**config.mk**
```make
export PLATFORM = sky130hd
export DESIGN_NAME = fpu_top
export DESIGN_NICKNAME = d
export VERILOG_FILES = /design/src/common/fpu_pkg.sv /design/src/fpu_execute/fp_compare.sv /design/src/fpu_execute/fpu_execute.sv /design/src/verilog/operand_bypass.sv /design/src/verilog/fpu_issue.sv /design/src/verilog/fpu_top.sv
export SDC_FILE = /design/constraint.sdc
export NUM_CORES = 1
export LEC_CHECK = 0
export BUFFER_PORTS_ARGS = -buffer_cell sky130_fd_sc_hd__buf_4
export CORE_ASPECT_RATIO = 0.8
export CORE_MARGIN = 2
export CORE_UTILIZATION = 25
export CTS_CLUSTER_DIAMETER = 200
export CTS_CLUSTER_SIZE = 40
export DETAILED_ROUTE_END_ITERATION = 10
export PLACE_DENSITY = 0.4
export SLEW_MARGIN = 10
export SYNTH_ARGS = -nofsm -noshare
export SYNTH_HDL_FRONTEND = slang
export SYNTH_SLANG_ARGS = --single-unit
```
**constraint.sdc**
```tcl
create_clock -name clk -period 11.9 [get_ports clk]
set_input_delay 0 -clock clk [delete_from_list [all_inputs] [get_ports clk]]
set_output_delay 0 -clock clk [all_outputs]
set_load 0.005 [all_outputs]
```
**src/common/fpu_pkg.sv**
```systemverilog
// fpu_pkg
// shared widths, word types, opcodes and compare flag layout for the
// floating-point side unit

package fpu_pkg;

  // operand word and single-precision half
  localparam int WORD_W = 64;
  localparam int HALF_W = 32;

  // ieee double field widths
  localparam int EXP_W  = 11;
  localparam int MANT_W = 52;

  typedef logic [WORD_W-1:0] fp_word_t;
  typedef logic [HALF_W-1:0] half_t;

  // permute ops first, compares after
  typedef enum logic [3:0] {
    op_copy_a    = 4'd0,
    op_copy_b    = 4'd1,
    op_swap      = 4'd2,
    op_dup_lo    = 4'd3,
    op_merge     = 4'd4,
    op_cmp_eq    = 4'd5,
    op_cmp_lt    = 4'd6,
    op_cmp_le    = 4'd7,
    op_cmp_unord = 4'd8
  } fpu_op_e;

  // compare flags
  typedef logic [3:0] cmp_flags_t;

  localparam int FLAG_EQ = 0;
  localparam int FLAG_LT = 1;
  localparam int FLAG_GT = 2;
  localparam int FLAG_UN = 3;

  // issue register occupancy
  typedef enum logic [1:0] {
    st_empty = 2'd0,
    st_full  = 2'd1
  } issue_state_e;

endpackage

```
**src/fpu_execute/fp_compare.sv**
```systemverilog
// fp_compare
// ieee double compare, NaN classification and invalid detection

`timescale 1ns/100ps

module fp_compare import fpu_pkg::*; (
  input  fp_word_t   a,
  input  fp_word_t   b,
  input  logic       ordered,
  output cmp_flags_t flags,
  output logic       invalid
);

  logic a_sign;
  logic b_sign;
  logic a_nan;
  logic b_nan;
  logic a_snan;
  logic b_snan;
  logic both_zero;
  logic mag_lt;
  logic mag_eq;
  logic lt;
  logic eq;

  assign a_sign = a[WORD_W-1];
  assign b_sign = b[WORD_W-1];

  // exponent all ones with a nonzero mantissa
  assign a_nan = (&a[WORD_W-2:MANT_W]) & (|a[MANT_W-1:0]);
  assign b_nan = (&b[WORD_W-2:MANT_W]) & (|b[MANT_W-1:0]);

  // quiet bit clear means signaling
  assign a_snan = a_nan & ~a[MANT_W-1];
  assign b_snan = b_nan & ~b[MANT_W-1];

  // +0 and -0 compare equal
  assign both_zero = (a[WORD_W-2:0] == '0) && (b[WORD_W-2:0] == '0);

  assign mag_lt = a[WORD_W-2:0] < b[WORD_W-2:0];
  assign mag_eq = a[WORD_W-2:0] == b[WORD_W-2:0];

  always_comb begin
    if (both_zero) begin
      eq = 1'b1;
      lt = 1'b0;
    end else if (a_sign != b_sign) begin
      eq = 1'b0;
      lt = a_sign;
    end else begin
      eq = mag_eq;
      // negative values order by reversed magnitude
      lt = a_sign ? (~mag_lt & ~mag_eq) : mag_lt;
    end
  end

  always_comb begin
    flags = '0;
    if (a_nan || b_nan) begin
      flags[FLAG_UN] = 1'b1;
    end else begin
      flags[FLAG_EQ] = eq;
      flags[FLAG_LT] = lt;
      flags[FLAG_GT] = ~eq & ~lt;
    end
  end

  assign invalid = a_snan | b_snan | (ordered & (a_nan | b_nan));

endmodule

```
**src/fpu_execute/fpu_execute.sv**
```systemverilog
// fpu_execute
// permute datapath and double compare, result select, invalid trap
// masking and the output register

`timescale 1ns/100ps

module fpu_execute import fpu_pkg::*; (
  input  logic       clk,
  input  logic       rst,
  input  logic       advance,
  input  logic       opnd_valid,
  input  fpu_op_e    stage1_op,
  input  fp_word_t   opnd_a,
  input  fp_word_t   opnd_b,
  input  logic       trap_invalid_en,
  input  logic       out_ready,
  output logic       out_valid,
  output fp_word_t   out_result,
  output cmp_flags_t out_flags,
  output logic       out_trap,
  output logic       out_invalid
);

  fpu_op_e    stage2_op;
  half_t      a_hi;
  half_t      a_lo;
  half_t      b_lo;
  logic       is_cmp;
  logic       ordered;
  logic       relation;
  cmp_flags_t cmp_flags;
  logic       cmp_invalid;
  fp_word_t   result;
  cmp_flags_t flags;
  logic       invalid;

  // op travels next to the operands
  always_ff @(posedge clk) begin
    if (advance) begin
      stage2_op <= stage1_op;
    end
  end

  assign a_hi = opnd_a[WORD_W-1:HALF_W];
  assign a_lo = opnd_a[HALF_W-1:0];
  assign b_lo = opnd_b[HALF_W-1:0];

  assign is_cmp  = (stage2_op == op_cmp_eq) || (stage2_op == op_cmp_lt) ||
                   (stage2_op == op_cmp_le) || (stage2_op == op_cmp_unord);
  assign ordered = (stage2_op == op_cmp_lt) || (stage2_op == op_cmp_le);

  fp_compare u_compare (
    .a       (opnd_a),
    .b       (opnd_b),
    .ordered (ordered),
    .flags   (cmp_flags),
    .invalid (cmp_invalid)
  );

  // tested relation per compare op
  always_comb begin
    case (stage2_op)
      op_cmp_eq: relation = cmp_flags[FLAG_EQ];
      op_cmp_lt: relation = cmp_flags[FLAG_LT];
      op_cmp_le: relation = cmp_flags[FLAG_EQ] | cmp_flags[FLAG_LT];
      default:   relation = cmp_flags[FLAG_UN];
    endcase
  end

  always_comb begin
    case (stage2_op)
      op_copy_a: result = opnd_a;
      op_copy_b: result = opnd_b;
      op_swap:   result = {a_lo, a_hi};
      op_dup_lo: result = {a_lo, a_lo};
      op_merge:  result = {a_hi, b_lo};
      default:   result = {WORD_W{relation}};
    endcase
  end

  // permutes raise nothing
  assign flags   = is_cmp ? cmp_flags : '0;
  assign invalid = is_cmp & cmp_invalid;

  // load on advance, drop once the sink takes it
  always_ff @(posedge clk) begin
    if (rst) begin
      out_valid <= 1'b0;
    end else begin
      out_valid <= advance ? opnd_valid : (out_valid & ~out_ready);
    end
  end

  always_ff @(posedge clk) begin
    if (advance) begin
      out_result  <= result;
      out_flags   <= flags;
      out_invalid <= invalid;
      out_trap    <= invalid & trap_invalid_en;
    end
  end

endmodule

```
**src/verilog/operand_bypass.sv**
```systemverilog
// operand_bypass
// picks one operand from the issued word or a result bypass bus,
// current or one cycle old, and holds it in the stage 2 register

`timescale 1ns/100ps

module operand_bypass import fpu_pkg::*; #(
  parameter int NUM_FWD = 4
) (
  input  logic                          clk,
  input  logic                          rst,
  input  logic                          advance,
  input  logic                          stage1_valid,
  input  fp_word_t                      issued,
  input  logic [$clog2(NUM_FWD+1)-1:0]  src,
  input  logic                          late,
  input  fp_word_t [NUM_FWD-1:0]        fwd_data,
  output fp_word_t                      opnd,
  output logic                          opnd_valid
);

  localparam int SEL_W = $clog2(NUM_FWD + 1);

  fp_word_t [NUM_FWD-1:0] fwd_prev;
  fp_word_t               sel_word;

  // bus copy runs every edge, stall or not
  always_ff @(posedge clk) begin
    fwd_prev <= fwd_data;
  end

  // code 0 is the issued value, code k is bus k-1
  always_comb begin
    sel_word = issued;
    for (int k = 0; k < NUM_FWD; k++) begin
      if (src == SEL_W'(k + 1)) begin
        sel_word = late ? fwd_prev[k] : fwd_data[k];
      end
    end
  end

  always_ff @(posedge clk) begin
    if (rst) begin
      opnd_valid <= 1'b0;
    end else if (advance) begin
      opnd_valid <= stage1_valid;
    end
  end

  always_ff @(posedge clk) begin
    if (advance) begin
      opnd <= sel_word;
    end
  end

endmodule

```
**src/verilog/fpu_issue.sv**
```systemverilog
// fpu_issue
// input handshake and issue register, and the single pipeline advance
// signal shared by all stages

`timescale 1ns/100ps

module fpu_issue import fpu_pkg::*; #(
  parameter int NUM_FWD = 4
) (
  input  logic                          clk,
  input  logic                          rst,
  input  logic                          in_valid,
  input  fpu_op_e                       in_op,
  input  fp_word_t                      in_a,
  input  fp_word_t                      in_b,
  input  logic [$clog2(NUM_FWD+1)-1:0]  in_src_a,
  input  logic [$clog2(NUM_FWD+1)-1:0]  in_src_b,
  input  logic                          in_late_a,
  input  logic                          in_late_b,
  input  logic                          out_valid,
  input  logic                          out_ready,
  output logic                          in_ready,
  output logic                          advance,
  output logic                          stage1_valid,
  output fpu_op_e                       stage1_op,
  output fp_word_t                      stage1_a,
  output fp_word_t                      stage1_b,
  output logic [$clog2(NUM_FWD+1)-1:0]  stage1_src_a,
  output logic [$clog2(NUM_FWD+1)-1:0]  stage1_src_b,
  output logic                          stage1_late_a,
  output logic                          stage1_late_b
);

  localparam int SEL_W = $clog2(NUM_FWD + 1);

  issue_state_e state;
  logic         load;

  // the whole pipe stalls only when a result waits at the output
  assign advance  = ~out_valid | out_ready;
  assign in_ready = advance;
  assign load     = advance & in_valid;

  assign stage1_valid = (state == st_full);

  always_ff @(posedge clk) begin
    if (rst) begin
      state <= st_empty;
    end else if (advance) begin
      // item moves on, refill only on a new transfer
      state <= in_valid ? st_full : st_empty;
    end
  end

  always_ff @(posedge clk) begin
    if (load) begin
      stage1_op     <= in_op;
      stage1_a      <= in_a;
      stage1_b      <= in_b;
      stage1_src_a  <= in_src_a[SEL_W-1:0];
      stage1_src_b  <= in_src_b[SEL_W-1:0];
      stage1_late_a <= in_late_a;
      stage1_late_b <= in_late_b;
    end
  end

endmodule

```
**src/verilog/fpu_top.sv**
```systemverilog
// fpu_top
// floating-point side unit: issue register, two operand bypass stages
// and the permute / double compare execute stage

`timescale 1ns/100ps

module fpu_top import fpu_pkg::*; #(
  parameter int NUM_FWD = 4
) (
  input  logic                              clk,
  input  logic                              rst,
  input  logic                              in_valid,
  output logic                              in_ready,
  input  fpu_op_e                           in_op,
  input  fp_word_t                          in_a,
  input  fp_word_t                          in_b,
  input  logic [$clog2(NUM_FWD+1)-1:0]      in_src_a,
  input  logic [$clog2(NUM_FWD+1)-1:0]      in_src_b,
  input  logic                              in_late_a,
  input  logic                              in_late_b,
  input  fp_word_t [NUM_FWD-1:0]            fwd_data,
  input  logic                              trap_invalid_en,
  output logic                              out_valid,
  input  logic                              out_ready,
  output fp_word_t                          out_result,
  output cmp_flags_t                        out_flags,
  output logic                              out_trap,
  output logic                              out_invalid
);

  localparam int SEL_W = $clog2(NUM_FWD + 1);

  logic             advance;
  logic             stage1_valid;
  fpu_op_e          stage1_op;
  fp_word_t         stage1_a;
  fp_word_t         stage1_b;
  logic [SEL_W-1:0] stage1_src_a;
  logic [SEL_W-1:0] stage1_src_b;
  logic             stage1_late_a;
  logic             stage1_late_b;
  fp_word_t [1:0]   opnd;
  logic [1:0]       opnd_valid_vec;

  fpu_issue #(.NUM_FWD(NUM_FWD)) u_issue (
    .clk           (clk),
    .rst           (rst),
    .in_valid      (in_valid),
    .in_op         (in_op),
    .in_a          (in_a),
    .in_b          (in_b),
    .in_src_a      (in_src_a),
    .in_src_b      (in_src_b),
    .in_late_a     (in_late_a),
    .in_late_b     (in_late_b),
    .out_valid     (out_valid),
    .out_ready     (out_ready),
    .in_ready      (in_ready),
    .advance       (advance),
    .stage1_valid  (stage1_valid),
    .stage1_op     (stage1_op),
    .stage1_a      (stage1_a),
    .stage1_b      (stage1_b),
    .stage1_src_a  (stage1_src_a),
    .stage1_src_b  (stage1_src_b),
    .stage1_late_a (stage1_late_a),
    .stage1_late_b (stage1_late_b)
  );

  // index 0 is operand a, index 1 is operand b
  for (genvar i = 0; i < 2; i++) begin : g_opnd
    operand_bypass #(.NUM_FWD(NUM_FWD)) u_bypass (
      .clk          (clk),
      .rst          (rst),
      .advance      (advance),
      .stage1_valid (stage1_valid),
      .issued       ((i == 0) ? stage1_a : stage1_b),
      .src          ((i == 0) ? stage1_src_a : stage1_src_b),
      .late         ((i == 0) ? stage1_late_a : stage1_late_b),
      .fwd_data     (fwd_data),
      .opnd         (opnd[i]),
      .opnd_valid   (opnd_valid_vec[i])
    );
  end

  // both bypass valids track stage1_valid, a's copy is used
  fpu_execute u_execute (
    .clk             (clk),
    .rst             (rst),
    .advance         (advance),
    .opnd_valid      (opnd_valid_vec[0]),
    .stage1_op       (stage1_op),
    .opnd_a          (opnd[0]),
    .opnd_b          (opnd[1]),
    .trap_invalid_en (trap_invalid_en),
    .out_ready       (out_ready),
    .out_valid       (out_valid),
    .out_result      (out_result),
    .out_flags       (out_flags),
    .out_trap        (out_trap),
    .out_invalid     (out_invalid)
  );

endmodule

```
==> impl_metrics.tcl <==
set metrics [dict create \
    io_pins 473 \
    synthArstFlopShare_pct 0 \
    crit_arrival_ns 4.88 \
    firstDrtPassIters 8 \
    synth_top_area_cell "edfxtp_1" \
    drc 0 \
    die_y_um 303 \
    min_from "fwd_data[116]" \
    synthCells 2131 \
    rsz0062_at_grt "no" \
    synth_top_area_share_pct 36.8 \
    ctsResizeCount 0 \
    yosysWarnings 0 \
    num-nets-final 3508 \
    htree_levels 1 \
    synth_common_cells "edfxtp_1 (342), a211oi_1 (260), dfxtp_1 (259)" \
    critPathMaxFanout 36 \
    leakage_nw 15.6 \
    ys_seq_elements 601 \
    initial_core_util_pct 25.2 \
    worst-path-buf-inv 1 \
    core_area_mm2 0.111 \
    skew_ns 0.0738 \
    cts_buffers 19 \
    ys.flop_type "edfxtp_1" \
    status "finished clean" \
    grt_pass1_vias 23700 \
    grt_max_degree 149 \
    synth_most_common_cell "edfxtp_1" \
    insertion_delay_ns 0.64 \
    cpLargestDelayFamily "simple AND/OR/NAND/NOR gates" \
    area_delta_synth_final_pct 40.5 \
    tns_ns 0 \
    synth_area_per_cell_um2 13.1 \
    via_per_inst 4.89 \
    ys_seq_area_share_pct 55.4 \
    ant_nets 0 \
    relSlewSlack_pct 14.6 \
    multi_input_area_mm2 0.0116 \
    p_per_area_mw_per_mm2 117 \
    setup_viol 0 \
    drv_slew 0 \
    fillCellCount 11000 \
    finalCriticalPeriod_ns 4.53 \
    die_area_mm2 0.114 \
    critPathLaunch "g_opnd[1].u_bypass.opnd[21]" \
    place.gp.congestion 0.858 \
    synth_edf_count 342 \
    cts_sinks 601 \
    synthDistinctLibCells 45 \
    cts_tree "yes" \
    antenna_found_initial 12 \
    drt_wl_total_um 112000 \
    dr_total_vias 22300 \
    fmax_ghz 0.221 \
    worstMarginPinSlew_ns 1.27 \
    die_w_um 378 \
    post_drt_wl_per_cell_um 24.5 \
    r2r-start "g_opnd[1].u_bypass.opnd[21]" \
    hp-class "in2reg" \
    row_count 109 \
    place_ws_ns 7.57 \
    finalCritPeriodShare_pct 38.0 \
    synth_area_leaders "edfxtp_1 (37%), dfxtp_1 (19%), mux4_2 (10%), mux2i_1 (9.3%), a211oi_1 (7.0%)" \
    synth.cell_area_mm2 0.0279 \
    clk_pin_slew_worst_paths_ns 0.16 \
    seqCellArea_mm2 0.0155 \
    grt_first_pass_wirelength_um 162000 \
    cp.required_ns 12.26 \
    dp_hpwl_um 76700 \
    crit_path_max_incr_delay_ns 1.06 \
    synth_nets 2595 \
    cts.root.buffer_cell "clkbuf_16" \
    port_buffers 472 \
    drt_iter0_markers 1820 \
    slowest_stage "nor4_1" \
    cts_setup_buffers 0 \
    crit_path_end_kind "register" \
    final_hold_viol_count 0 \
    ir_drop_mv 0.102 \
    drive_above_1_share_pct 22.3 \
    grt.overflow.total 0 \
    crit_top_cell "nor4_1" \
    path_class "reg2reg" \
    start_kind "register" \
    cts_buffer_depth 3 \
    grt_usage_pct 19.0 \
    crit_chain "nor4_1, nand4_1, nor4_1, nor4_1, nor2_1, nand3_1, nor2_1, a31oi_4, buf_4, nand3_1" \
    worst_slack_ns 7.37 \
    maxCapViolations 0 \
    whs_ns 0.0365 \
]
[final cells by class]
type | count | area share, %
Antenna cell | 6 | 0.0383
Clock inverter | 2 | 0.0989
Multi-Input combinational cell | 1287 | 29.5
Clock buffer | 31 | 1.33
Inverter | 68 | 0.651
Timing Repair Buffer | 1067 | 24.2
Tap cell | 1498 | 4.78
Sequential cell | 601 | 39.4
[path summary, 6_finish.rpt]
kind,endpoint,slack [ns],depth (start not counted)
worst min register to register,u_execute.out_valid,0.46,2
worst max register to register,u_execute.out_result[57],7.37,10
worst max-delay path,u_execute.out_result[57],7.37,10
worst min-delay path,g_opnd[1].u_bypass.fwd_prev[116],0.04,2
[report_power, final]
part	leakage [nW]	internal (mW)	switching (mW)	total, mW
clock network	0.264	0.313	0.696	1.01
logic	9.59	0.515	0.504	1.02
registers	5.76	2.40	0.163	2.56
total	15.6	3.23	1.36	4.59
[repair_timing]
item | CTS | global route
endpoints found under the setup margin | 0 | 0
hold buffers | 562 | 1
endpoints found under the hold margin | 538 | 1
[worst reg2reg max path: stages (launching register included)]
cell and delay (ns):
edfxtp_1 0.74, nor4_1 0.17, nand4_1 0.12, nor4_1 0.11, nor4_1 1.06, nor2_1 0.16, nand3_1 0.26, nor2_1 0.12
a31oi_4 0.80, buf_4 0.52, nand3_1 0.19
[metal layers]
metal | share of wire [%] | wire, um | GRT usage (%)
met1 | 45 | 49900 | 25.8
met2 | 48 | 54300 | 32.3
met4 | 1.2 | 1370 | 2.43
met5 | 0.0063 | 7 | 0
met3 | 5.7 | 6330 | 3.60
[registers in the layout, summed over array words and instances, names as in the netlist, 3 cells and up]
| signal | cells |
|---|---|
| u_execute.out_result | 64 |
| u_issue.stage1_src_a | 3 |
| u_issue.stage1_op | 4 |
| u_execute.stage2_op | 4 |
| g_opnd.u_bypass.opnd | 128 |
| u_execute.out_flags | 4 |
| u_issue.stage1_a | 64 |
| u_issue.stage1_b | 64 |
| g_opnd.u_bypass.fwd_prev | 256 |
| u_issue.stage1_src_b | 3 |
[cell families (layout without fill, tap and decap cells)]
group,Yosys count,count (layout),synth area share [%]
flip-flops,601,601,55.4
AO/OA/AOI/OAI,503,503,12.7
multiplexers,386,386,19.6
AND/OR/NAND/NOR,332,332,5.88
buffers and inverters,243,1168,3.52
adder cells (fa/ha/maj),63,63,2.82
XOR/XNOR,3,3,0.0942
other,0,6,0
[per-stage QoR]
step | instance area (um^2) | util (%) | instances | total power, mW
final | 39200 | 35.5 | 4560 | 4.59
after global routing | 39200 | 35.5 | 4559 | 4.82
after floorplan | 27900 | - | 2131 | 2.99
after global placement | 33000 | 29.8 | 3958 | 3.47
after detailed placement | 33000 | 29.8 | 3958 | 3.48
after CTS | 39200 | 35.4 | 4553 | 4.67
[cell usage in the layout (no fill, tap or decap), types with 2 or more instances in the layout]
master,n
nand3_1,64
edfxtp_1,342
nor3_2,4
ha_1,63
a221oi_1,2
a21o_1,6
o21ai_0,10
nand4_1,19
nor3_1,5
clkbuf_1,12
nand3b_1,2
o211ai_1,2
clkbuf_16,19
buf_4,497
nand3_2,10
dlygate4sd3_1,563
nor2b_4,2
nor2_1,142
and3_1,3
buf_12,7
diode_2,6
a211oi_1,260
a222oi_1,64
nor4_1,38
mux4_2,128
inv_1,68
nand2_1,25
a21oi_1,152
xor2_1,2
nor3b_2,5
mux2i_1,258
dfxtp_1,259
Power figures use the tool's default switching activity.
